### src/hdl/dcache_params.svh
/*
  dcache port controller widths and depths
  shared by the cache side and ring bus type packages
  and by the queue instances
*/
`ifndef DCACHE_PARAMS_SVH
`define DCACHE_PARAMS_SVH

`define DC_ADDR_W 37       // physical address
`define DC_REQ_W 5         // request id
`define DC_NODE_W 5        // ring node id
`define DC_SZ_W 5
`define DC_BANK_W 5
`define DC_LOW_W 2

`define DC_DATA_Q_DEPTH 16 // data read replay
`define DC_CODE_Q_DEPTH 8
`define DC_MISS_Q_DEPTH 24 // not a power of two
`define DC_REQ_IDS 32      // one table slot per request id

`define DC_BCAST_NODE 5'h1f // broadcast destination on the ring

`endif

### src/hdl/dcache_pkg.sv
/*
  dcache port controller, cache side types
  queued data reads and misses, code fetches
  and the single insert port toward the cache arrays
*/
`include "dcache_params.svh"

package dcache_pkg;

  typedef struct packed {
    logic [`DC_ADDR_W-1:0] addr;
    logic [`DC_REQ_W-1:0]  req;
    logic                  dupl;
    logic                  want_excl;
    logic                  io;
    logic [`DC_SZ_W-1:0]   sz;
    logic [`DC_BANK_W-1:0] bank0;  // first bank touched
    logic [`DC_LOW_W-1:0]  low;
  } read_req_t;

  typedef struct packed {
    logic [`DC_ADDR_W-1:0] addr;
    logic [`DC_REQ_W-1:0]  req;
  } code_req_t;

  // who owns the insert port this cycle
  typedef enum logic [1:0] {
    INS_NONE  = 2'd0,
    INS_REPLY = 2'd1,
    INS_DATA  = 2'd2,
    INS_CODE  = 2'd3
  } insert_src_e;

  typedef struct packed {
    logic                  valid;
    insert_src_e           src;
    logic [`DC_ADDR_W-2:0] line_addr; // addr without bit 0
    logic                  odd;
    logic [`DC_REQ_W-1:0]  req;
    logic                  dupl;
    logic                  want_excl;
    logic                  second;    // second half of a reply
  } cache_port_t;

endpackage

### src/hdl/rbus_pkg.sv
/*
  ring bus types
  outgoing miss requests and incoming memory replies
  with their opcode encodings
*/
`include "dcache_params.svh"

package rbus_pkg;

  typedef enum logic [1:0] {
    OP_MEM  = 2'd0,
    OP_IO   = 2'd1,
    OP_CODE = 2'd2
  } rbus_op_e;

  typedef enum logic {
    RPL_MEM = 1'b0,
    RPL_IO  = 1'b1
  } rbus_rpl_e;

  typedef struct packed {
    logic                   used;
    rbus_op_e               op;
    logic                   want_excl;
    logic                   dupl;
    logic [`DC_NODE_W-1:0]  src_node;
    logic [`DC_REQ_W-1:0]   src_req;
    logic [`DC_ADDR_W-1:0]  addr;
    logic [`DC_SZ_W-1:0]    sz;
    logic [`DC_BANK_W-1:0]  bank0;
    logic [`DC_LOW_W-1:0]   low;
  } rbus_req_t;

  typedef struct packed {
    logic                   used;
    rbus_rpl_e              kind;
    logic                   second;
    logic [`DC_NODE_W-1:0]  dst_node;
    logic [`DC_REQ_W-1:0]   dst_req;  // request id of the original miss
  } rbus_reply_t;

endpackage

### src/hdl/req_fifo.sv
/*
  request queue
  circular buffer with wrapping pointers and an occupancy count,
  head read straight from storage
*/
`timescale 1ns/100ps

module req_fifo #(
  parameter int DEPTH = 16,
  parameter int WIDTH = 32
) (
  input  logic             clk,
  input  logic             rst,
  input  logic             push,
  input  logic [WIDTH-1:0] push_data,
  input  logic             pop,
  output logic [WIDTH-1:0] head,
  output logic             not_empty
);

  localparam int PTR_W = (DEPTH > 1) ? $clog2(DEPTH) : 1;
  localparam int CNT_W = $clog2(DEPTH + 1);

  logic [WIDTH-1:0] mem [DEPTH];
  logic [PTR_W-1:0] wr_ptr;
  logic [PTR_W-1:0] rd_ptr;
  logic [CNT_W-1:0] count;

  // wrap at DEPTH-1 so odd depths work
  function automatic logic [PTR_W-1:0] ptr_next(input logic [PTR_W-1:0] ptr);
    ptr_next = (ptr == PTR_W'(DEPTH - 1)) ? '0 : ptr + 1'b1;
  endfunction

  assign head      = mem[rd_ptr];
  assign not_empty = (count != '0);

  always_ff @(posedge clk)
  begin
    if (push)
      mem[wr_ptr] <= push_data;
  end

  always_ff @(posedge clk)
  begin
    if (rst)
    begin
      wr_ptr <= '0;
      rd_ptr <= '0;
      count  <= '0;
    end
    else
    begin
      if (push)
        wr_ptr <= ptr_next(wr_ptr);
      if (pop && not_empty)
        rd_ptr <= ptr_next(rd_ptr);
      if (push && !(pop && not_empty))
        count <= count + 1'b1;
      else if (pop && not_empty && !push)
        count <= count - 1'b1; // push+pop leaves count as is
    end
  end

endmodule

### src/hdl/miss_issue.sv
/*
  miss issue
  queues cache misses and sends them on the ring bus,
  one per cycle with want and can both high
*/
`timescale 1ns/100ps
`include "dcache_params.svh"

module miss_issue #(
  parameter logic [`DC_NODE_W-1:0] NODE_ID = '0
) (
  input  logic                  clk,
  input  logic                  rst,
  input  logic                  miss_push,
  input  dcache_pkg::read_req_t miss_in,
  input  logic                  rbus_can,
  output logic                  rbus_want,
  output rbus_pkg::rbus_req_t   rbus_req
);

  dcache_pkg::read_req_t head;
  logic                  xfer;

  assign xfer = rbus_want && rbus_can; // head leaves at the next edge

  req_fifo #(
    .DEPTH (`DC_MISS_Q_DEPTH),
    .WIDTH ($bits(dcache_pkg::read_req_t))
  ) u_miss_q (
    .clk       (clk),
    .rst       (rst),
    .push      (miss_push),
    .push_data (miss_in),
    .pop       (xfer),
    .head      (head),
    .not_empty (rbus_want)
  );

  always_comb
  begin
    rbus_req      = '0;
    rbus_req.used = xfer;
    if (rbus_want)
    begin
      if (head.io)
        rbus_req.op = rbus_pkg::OP_IO;
      else if (head.req[`DC_REQ_W-1] && !head.req[`DC_REQ_W-2])
        rbus_req.op = rbus_pkg::OP_CODE; // code fetch id range
      else
        rbus_req.op = rbus_pkg::OP_MEM;
      rbus_req.want_excl = head.want_excl;
      rbus_req.dupl      = head.dupl;
      rbus_req.src_node  = NODE_ID;
      rbus_req.src_req   = head.req;
      rbus_req.addr      = head.addr;
      rbus_req.sz        = head.sz;
      rbus_req.bank0     = head.bank0;
      rbus_req.low       = head.low;
    end
  end

endmodule

### src/hdl/reply_capture.sv
/*
  reply capture
  keeps the address of every outstanding miss by request id,
  registers ring bus replies for one cycle and turns an
  accepted memory reply into a cache line insert
*/
`timescale 1ns/100ps
`include "dcache_params.svh"

module reply_capture #(
  parameter logic [`DC_NODE_W-1:0] NODE_ID = '0
) (
  input  logic                    clk,
  input  logic                    rst,
  input  logic                    miss_push,
  input  dcache_pkg::read_req_t   miss_in,
  input  rbus_pkg::rbus_reply_t   rbus_reply,
  output dcache_pkg::cache_port_t reply_ins
);

  logic [`DC_ADDR_W-1:0] tab_addr [`DC_REQ_IDS];
  logic                  tab_dupl [`DC_REQ_IDS];

  logic                  accept;
  logic                  acc_q;
  logic                  second_q;
  logic [`DC_REQ_W-1:0]  req_q;
  logic [`DC_ADDR_W-1:0] addr_q;
  logic                  dupl_q;

  assign accept = rbus_reply.used && (rbus_reply.kind == rbus_pkg::RPL_MEM) &&
                  (rbus_reply.dst_node == NODE_ID);

  // table write and reply lookup
  always_ff @(posedge clk)
  begin
    if (miss_push)
    begin
      tab_addr[miss_in.req] <= miss_in.addr;
      tab_dupl[miss_in.req] <= miss_in.dupl;
    end
    second_q <= rbus_reply.second;
    req_q    <= rbus_reply.dst_req;
    addr_q   <= tab_addr[rbus_reply.dst_req]; // old entry on same-edge write
    dupl_q   <= tab_dupl[rbus_reply.dst_req];
  end

  always_ff @(posedge clk)
  begin
    if (rst)
      acc_q <= 1'b0;
    else
      acc_q <= accept;
  end

  always_comb
  begin
    reply_ins           = '0;
    reply_ins.valid     = acc_q;
    reply_ins.src       = acc_q ? dcache_pkg::INS_REPLY : dcache_pkg::INS_NONE;
    reply_ins.line_addr = addr_q[`DC_ADDR_W-1:1];
    reply_ins.odd       = addr_q[0];
    reply_ins.req       = req_q;
    reply_ins.dupl      = dupl_q;
    reply_ins.second    = second_q;
  end

endmodule

### src/hdl/insert_arbiter.sv
/*
  insert port arbiter
  fixed priority: reply insert, then data read replay,
  then code read; pops the queue that wins
*/
`timescale 1ns/100ps
`include "dcache_params.svh"

module insert_arbiter (
  input  dcache_pkg::cache_port_t reply_ins,
  input  dcache_pkg::read_req_t   data_head,
  input  logic                    data_ready,
  input  dcache_pkg::code_req_t   code_head,
  input  logic                    code_ready,
  output logic                    data_pop,
  output logic                    code_pop,
  output dcache_pkg::cache_port_t ins_port
);

  always_comb
  begin
    ins_port     = '0;
    ins_port.src = dcache_pkg::INS_NONE;
    data_pop     = 1'b0;
    code_pop     = 1'b0;

    if (reply_ins.valid)
    begin
      ins_port = reply_ins; // reply cannot wait
    end
    else if (data_ready)
    begin
      data_pop            = 1'b1;
      ins_port.valid      = 1'b1;
      ins_port.src        = dcache_pkg::INS_DATA;
      ins_port.line_addr  = data_head.addr[`DC_ADDR_W-1:1];
      ins_port.odd        = data_head.addr[0];
      ins_port.req        = data_head.req;
      ins_port.dupl       = data_head.dupl;
      ins_port.want_excl  = data_head.want_excl; // data reads only
    end
    else if (code_ready)
    begin
      code_pop            = 1'b1;
      ins_port.valid      = 1'b1;
      ins_port.src        = dcache_pkg::INS_CODE;
      ins_port.line_addr  = code_head.addr[`DC_ADDR_W-1:1];
      ins_port.odd        = code_head.addr[0];
      ins_port.req        = code_head.req;
    end
  end

endmodule

### src/hdl/dcache_port_ctrl.sv
/*
  dcache port controller, request side
  data read replay queue, code read queue, miss issue to the
  ring bus and reply capture, all sharing one cache insert port
*/
`timescale 1ns/100ps
`include "dcache_params.svh"

module dcache_port_ctrl #(
  parameter logic [`DC_NODE_W-1:0] NODE_ID = '0
) (
  input  logic                    clk,
  input  logic                    rst,
  input  logic                    data_push,
  input  dcache_pkg::read_req_t   data_in,
  input  logic                    code_push,
  input  dcache_pkg::code_req_t   code_in,
  input  logic                    miss_push,
  input  dcache_pkg::read_req_t   miss_in,
  input  logic                    rbus_can,
  output logic                    rbus_want,
  output rbus_pkg::rbus_req_t     rbus_req,
  input  rbus_pkg::rbus_reply_t   rbus_reply,
  output dcache_pkg::cache_port_t ins_port
);

  dcache_pkg::read_req_t   data_head;
  dcache_pkg::code_req_t   code_head;
  dcache_pkg::cache_port_t reply_ins;
  logic                    data_ready;
  logic                    code_ready;
  logic                    data_pop;
  logic                    code_pop;

  req_fifo #(
    .DEPTH (`DC_DATA_Q_DEPTH),
    .WIDTH ($bits(dcache_pkg::read_req_t))
  ) u_data_q (
    .clk       (clk),
    .rst       (rst),
    .push      (data_push),
    .push_data (data_in),
    .pop       (data_pop),
    .head      (data_head),
    .not_empty (data_ready)
  );

  req_fifo #(
    .DEPTH (`DC_CODE_Q_DEPTH),
    .WIDTH ($bits(dcache_pkg::code_req_t))
  ) u_code_q (
    .clk       (clk),
    .rst       (rst),
    .push      (code_push),
    .push_data (code_in),
    .pop       (code_pop),
    .head      (code_head),
    .not_empty (code_ready)
  );

  miss_issue #(.NODE_ID(NODE_ID)) u_miss_issue (
    .clk       (clk),
    .rst       (rst),
    .miss_push (miss_push),
    .miss_in   (miss_in),
    .rbus_can  (rbus_can),
    .rbus_want (rbus_want),
    .rbus_req  (rbus_req)
  );

  // same miss stream feeds the id table
  reply_capture #(.NODE_ID(NODE_ID)) u_reply_capture (
    .clk        (clk),
    .rst        (rst),
    .miss_push  (miss_push),
    .miss_in    (miss_in),
    .rbus_reply (rbus_reply),
    .reply_ins  (reply_ins)
  );

  insert_arbiter u_insert_arbiter (
    .reply_ins  (reply_ins),
    .data_head  (data_head),
    .data_ready (data_ready),
    .code_head  (code_head),
    .code_ready (code_ready),
    .data_pop   (data_pop),
    .code_pop   (code_pop),
    .ins_port   (ins_port)
  );

endmodule

### config.mk
export PLATFORM = sky130hd
export DESIGN_NAME = dcache_port_ctrl
export DESIGN_NICKNAME = d
export VERILOG_FILES = /design/src/hdl/dcache_pkg.sv /design/src/hdl/rbus_pkg.sv /design/src/hdl/req_fifo.sv /design/src/hdl/miss_issue.sv /design/src/hdl/reply_capture.sv /design/src/hdl/insert_arbiter.sv /design/src/hdl/dcache_port_ctrl.sv
export VERILOG_INCLUDE_DIRS = /design/src /design/src/hdl
export SDC_FILE = /design/constraint.sdc
export NUM_CORES = 2
export LEC_CHECK = 0
export BUFFER_PORTS_ARGS = -buffer_cell sky130_fd_sc_hd__buf_2
export CAP_MARGIN = 5
export CORE_MARGIN = 10
export CORE_UTILIZATION = 25
export DETAILED_ROUTE_END_ITERATION = 8
export PLACE_DENSITY = 0.35
export SLEW_MARGIN = 20
export SYNTH_ARGS = -nofsm -noshare
export SYNTH_HDL_FRONTEND = slang
export SYNTH_SLANG_ARGS = --single-unit
### constraint.sdc
create_clock -name clk -period 9.35 [get_ports clk]
set_input_delay 0.935 -clock clk [delete_from_list [all_inputs] [get_ports clk]]
set_output_delay 0.935 -clock clk [all_outputs]
set_load 0.02 [all_outputs]
After elaboration in Yosys (flattened, before gate mapping)
Memories as Yosys holds them, arrays and structs flattened. A register that Yosys moved wholly into a read port is not among the register bits. Index checks and enable logic that the tools add are counted.

Reduce and logical (&&, ||, !) cells: 27. Shift-type cells: 0. $add $sub $neg: 12. Muxes and demuxes: 37. Multipliers: 0. Equal/unequal tests: 6. Bitwise gates (word level): 1. Div/mod/pow operators: 0. Order comparisons: 0.

Operators by type and width (number): 45-bit two-way mux (2); 63-bit two-way mux (1); 47-bit two-way mux (1); 5-bit two-way mux (8); 4-bit two-way mux (6); 5-bit by 1-bit adder with 5-bit output (second input constant) (4); 1-bit logical AND (13); 4-bit by 1-bit adder with 4-bit output (second input constant) (3); 1-bit two-way mux (12); 3-bit two-way mux (4); 5-bit equality test (second input constant) (2); 5-bit nonzero test (2); 5-bit by 1-bit subtractor with 5-bit output (second input constant) (2); 4-bit equality test (second input constant) (2); 1-bit logical NOT (7); 3-bit by 1-bit adder with 3-bit output (second input constant) (2); 3-bit equality test (second input constant) (2); 2-bit two-way mux (3); 2-bit nonzero test (3); 5-bit logical NOT (1); 4-bit nonzero test (1); 4-bit by 1-bit subtractor with 4-bit output (second input constant) (1); 1-bit NOT (1).

Memory bits (writable): 3832. ROM bits: 0. Output and inout port bits: 113. Latch bits: 0. Logic and storage cells: 100. Memories: 5. Register bits after elaboration: 45. Input port bits: 175.

Memory list: u_miss_issue.u_miss_q.mem (depth 24, width 57, rd ports 1, clocked after Yosys merged registers in 1, write ports 1, line req_fifo.sv:24) `logic [WIDTH-1:0] mem [DEPTH];`; u_reply_capture.tab_addr (depth 32, width 37, rd ports 1, clocked after Yosys merged registers in 1, write ports 1, line reply_capture.sv:21) `` logic [`DC_ADDR_W-1:0] tab_addr [`DC_REQ_IDS]; ``; u_data_q.mem (depth 16, width 57, rd ports 1, clocked after Yosys merged registers in 1, write ports 1, line req_fifo.sv:24); u_code_q.mem (depth 8, width 42, rd ports 1, clocked after Yosys merged registers in 1, write ports 1, line req_fifo.sv:24); u_reply_capture.tab_dupl (depth 32, width 1, rd ports 1, clocked after Yosys merged registers in 1, write ports 1, line reply_capture.sv:22) `` logic tab_dupl [`DC_REQ_IDS]; ``.

Longest topological paths before layout
Word-level depth: 8. Depth in mapped cells: 14. Mapped depth without buffers: 13.

Cells and area by module
A second synthesis with hierarchy kept.

Cells, all modules: 7560. Area total of the unflattened synthesis: 151466.5 µm².

By module, submodules not included: req_fifo at u_miss_issue.u_miss_q (sequential area each 41479.8 µm², cells each 2532, times used 1, area an instance 53222.3 µm²); reply_capture (sequential area each 37415.9 µm², cells each 2693, times used 1, area an instance 48341.4 µm²); req_fifo at u_data_q (sequential area each 27726.6 µm², cells each 1501, times used 1, area an instance 34958.5 µm²); req_fifo at u_code_q (sequential area each 10349.9 µm², cells each 559, times used 1, area an instance 13241.4 µm²); insert_arbiter (sequential area each 0.0 µm², cells each 203, times used 1, area an instance 1217.4 µm²); miss_issue (sequential area each 0.0 µm², cells each 72, times used 1, area an instance 485.5 µm²).

Least setup slack after synthesis
No wires, ideal clock.

Path kind: input to register. Start point: input port code_push. End point: memory u_code_q.mem[0][0] (netlist bit), enable pin. Required time: 8856 ps. Stages: 2. Path buffers: 0. Arrival: 3922 ps. Setup time: 494 ps. Setup slack: 4934 ps. Cell sequence: nand2b_1 nor3_1.

Word-level cells in the longest chain between the ends: 2.

RTL lines: start: declaration (line dcache_port_ctrl.sv:16) `input logic code_push,`; 1-bit two-way mux (line req_fifo.sv:39) `if (push)`; 1-bit two-way mux (not written as such) (line req_fifo.sv:40) `mem[wr_ptr] <= push_data;`; end: declaration (line req_fifo.sv:24).

Every way passes these cells.

==> reports/results.tsv <==
stage	metric	value	unit
setup_path	Crit path max-delay family	buffers and inverters	
cts	clock root cell	clkbuf_16	
run_status	status	completed	
cts	CTS tree	done	
placement	Placer Congestion	0.695	
power	Clock power frac	38.2	%
global_routing	antenna violations before repair	93	
timing	Slew headroom	23.1	%
die	die height	772	µm
timing	Tcrit/Tclk final	60.8	%
synthesis	library cells used by synthesis	46	
die	total die area	596000	µm²
placement	dpl cells	13500	
setup_path	r2r startpoint	u_data_q.count[0]$_SDFFE_PP0P_	
detailed_routing	met2 wire length	205000	µm
timing	clock period minus worst slack	5.68	ns
setup_path	critical path depth	8	
power	register share of total power	44.7	%
timing	Hold WS	0.202	ns
synthesis	number of synthesized flops with an enable pin	3624	
setup_path	crit path launch type	flip-flop	
cts	H-tree lvl count	5	
placement	placed cell area	153000	µm²
power	combinational share of power	17.0	%
detailed_routing	Top Layer Used	met5	
worst_hold_path	Worst Hold Class	input port to flip-flop	
cts	cts repair resizes	0	
global_routing	gr usage total	13.8	%
die	Initial Utilization	25.1	%
die	die width	772	µm
setup_path	CP Data Arrival Time	4.75	ns
synthesis	ys flop type	edfxtp_1	
synthesis	Synth area leader	edfxtp_1	
synthesis	Synth Area per Inst	24.0	µm²
timing	Final Max Slew Viols	0	
synthesis	Synth top area share	76.9	%
setup_path	CP Class	flip-flop to primary output	
setup_path	critical path fanouts, max	61	
power	Pleak	50.0	nW
detailed_routing	DR WL/cell	29.4	µm
setup_path	Slowest-stage cell, CP	dfxtp_4	
synthesis	Netlist Area Pre-Place	141000	µm²
setup_path	Worst Reg-to-Reg Cells	12	
synthesis	Synth area leaders	edfxtp_1 (77%), mux4_2 (16%), dfxtp_1 (1.3%)	
die	I/O pin cnt	288	
timing	final hold vios	0	
cts	Clock Path Buffers	4	
worst_hold_path	worst hold start	code_in[6]	
power	Power Dens Cells	253	nW/µm²
cts	clock slew at reported path FFs	0.06	ns
placement	IO buf count	269	
timing	Tightest Pin Transition	1.15	ns
synthesis	asr flop ratio synth	0	%
global_routing	largest net degree at the start of global routing	105	
detailed_routing	Vias per Instance	4.47	
layout	final net count	6625	
synthesis	flops & latches, synth	3719	
layout	Fill cells	54800	
die	# rows	276	
synthesis	Post-synth top cells	edfxtp_1 (3,624), mux4_2 (1,020), clkbuf_1 (157)	
detailed_routing	drt first pass iters	5	
detailed_routing	ANT nets after route	0	
power	peak supply drop	0.000183	V
synthesis	Syn. warnings	0	
detailed_routing	# DRC	0	
timing	Max Fclk	176	MHz
cts	clk_lat worst skew	1.07	ns
placement	HPWL Detailed	222000	µm
power	NetSw	11.2	mW
synthesis	most common cell in the netlist	edfxtp_1	
cts	clk sinks	3719	
timing	# setup viols final	0	
detailed_routing	met3 WL	20000	µm
cts	Num CTS Buffers	422	
setup_path	Buf/Inv on CP	3	
synthesis	Cells after Synth	5896	
worst_hold_path	WHS Path Cells	1	
layout	share of layout cells above drive strength 1	33.5	%
power	Int Power	30.8	mW
setup_path	Max stage delay on crit path	0.69	ns
synthesis	post-synthesis sequential area ratio	78.3	%
detailed_routing	routed via count	64100	
layout	area growth from synthesis to layout	17.4	%
global_routing	vias in the first global route	69500	
global_routing	global route overflow	0	
setup_path	CP Capture Type	primary output	
power	Total Power	42.0	mW
detailed_routing	1st-iter DRT viols	5034	
setup_path	CP Cell Sequence	buf_12 -> buf_4 -> mux4_2 -> mux2i_1 -> nor2_1 -> a211oi_1 -> and3_1 -> buf_2	
timing	post-route setup TNS	0	ns
detailed_routing	M1 WL	186000	µm
detailed_routing	total length of routed wires	421000	µm
die	core area	564000	µm²
flow_run	max-cap viol count	0	
setup_path	CP Data Required Time	8.42	ns
layout	fin cells	14300	
power	Switching Share	26.6	%
layout	Non-Filler Cell Area, Final	166000	µm²
global_routing	first-pass GRT wire length	578000	µm
timing	Worst Skew	0.0614	ns
timing	RSZ-0062 raised after global routing	no	
[state kept, by name, summed over array words and instances (netlist names), 4 cells and up, named ones only]
signal                        flops
u_code_q.count                    4
u_code_q.mem                    336
u_data_q.count                    5
u_data_q.mem                    704
u_data_q.rd_ptr                   4
u_data_q.wr_ptr                   4
u_miss_issue.u_miss_q.count       5
u_miss_issue.u_miss_q.mem      1368
u_miss_issue.u_miss_q.rd_ptr      5
u_miss_issue.u_miss_q.wr_ptr      5
u_reply_capture.addr_q           37
u_reply_capture.req_q             5
u_reply_capture.tab_addr       1184
u_reply_capture.tab_dupl         32
[routing by layer]
metal | GRT usage (%) | vias to the layer above
li1 | - | 26500
met1 | 18.7 | 35500
met3 | 2.25 | 582
met2 | 23.3 | 1462
met5 | 0 | -
met4 | 2.95 | 34
[cells in the final DEF, fill, tap and decap left out, drive strengths merged, types with 2 or more instances in the layout]
cell,n
buf,410
or3b,2
and2,43
nor3,10
nor2,91
o21bai,2
nor2b,6
or3,7
a21o,4
nand3,9
xor2,11
a21oi,82
and3,3
xnor2,7
nand3b,6
diode,37
a22oi,44
ha,25
inv,24
fa,3
clkbuf,550
mux2i,118
o21ai,102
nand2,25
mux2,149
nand2b,9
clkinv,193
nor4,2
clkinvlp,7
nand4,4
conb,5
dfxtp,95
bufinv,24
nor3b,2
mux4,1020
edfxtp,3624
o21a,55
[through the flow]
step / utilization (%) / setup slack, ns
6_report: 29.4 / 3.67
5_1_grt: 29.4 / 3.19
4_1_cts: 29.4 / 3.37
3_5_place_dp: 27.0 / 4.52
3_3_place_gp: 27.0 / 4.52
2_1_floorplan: - / 4.93
[cell type report]
class	count	area [µm²]	area share, %
timing repair buffer	411	2730	1.64
multi-input combinational	1855	29700	17.9
clock buffer	550	11400	6.85
sequential	3719	111000	66.7
clock inverter	235	1990	1.20
antenna	37	92.6	0.0558
inverter	13	50.0	0.0301
tap	7506	9390	5.66
[kinds of logic (layout without fill, tap and decap cells)]
kind of cell / after synthesis / count (layout) / synth area share, %
compound gates: 294 / 294 / 1.24
mux: 1287 / 1287 / 18.3
fa+ha+maj: 28 / 28 / 0.264
other cells: 1 / 42 / 0.00265
simple gates: 223 / 223 / 0.783
flops: 3719 / 3719 / 78.3
buf+inv: 326 / 1209 / 1.05
xor+xnor: 18 / 18 / 0.111
[worst paths after layout]
| check | to | slack, ns |
|---|---|---|
| worst max register to register | u_code_q.count[3]$_SDFFE_PP0P_ | 5.68 |
| worst min register to register | u_data_q.count[4]$_SDFFE_PP0P_ | 0.50 |
| worst max-delay path | rbus_req[62] | 3.67 |
| worst min-delay path | u_code_q.mem[6][6]$_DFFE_PP_ | 0.20 |
[what timing repair did]
action / CTS / global route
setup buffers: 0 / 0
hold buffers: 1 / 0
endpoints found under the hold margin: 1 / 0
[power groups by stage]
stage               clock (mW)  sequential [mW]  combinational, mW
global route              17.3             18.8               7.74
CTS                       16.6             18.8               7.44
detailed placement           0             19.2               7.42
finish                    16.1             18.8               7.15
floorplan                    0             19.0               4.81
global placement             0             19.2               7.40
Power figures use the tool's default switching activity.
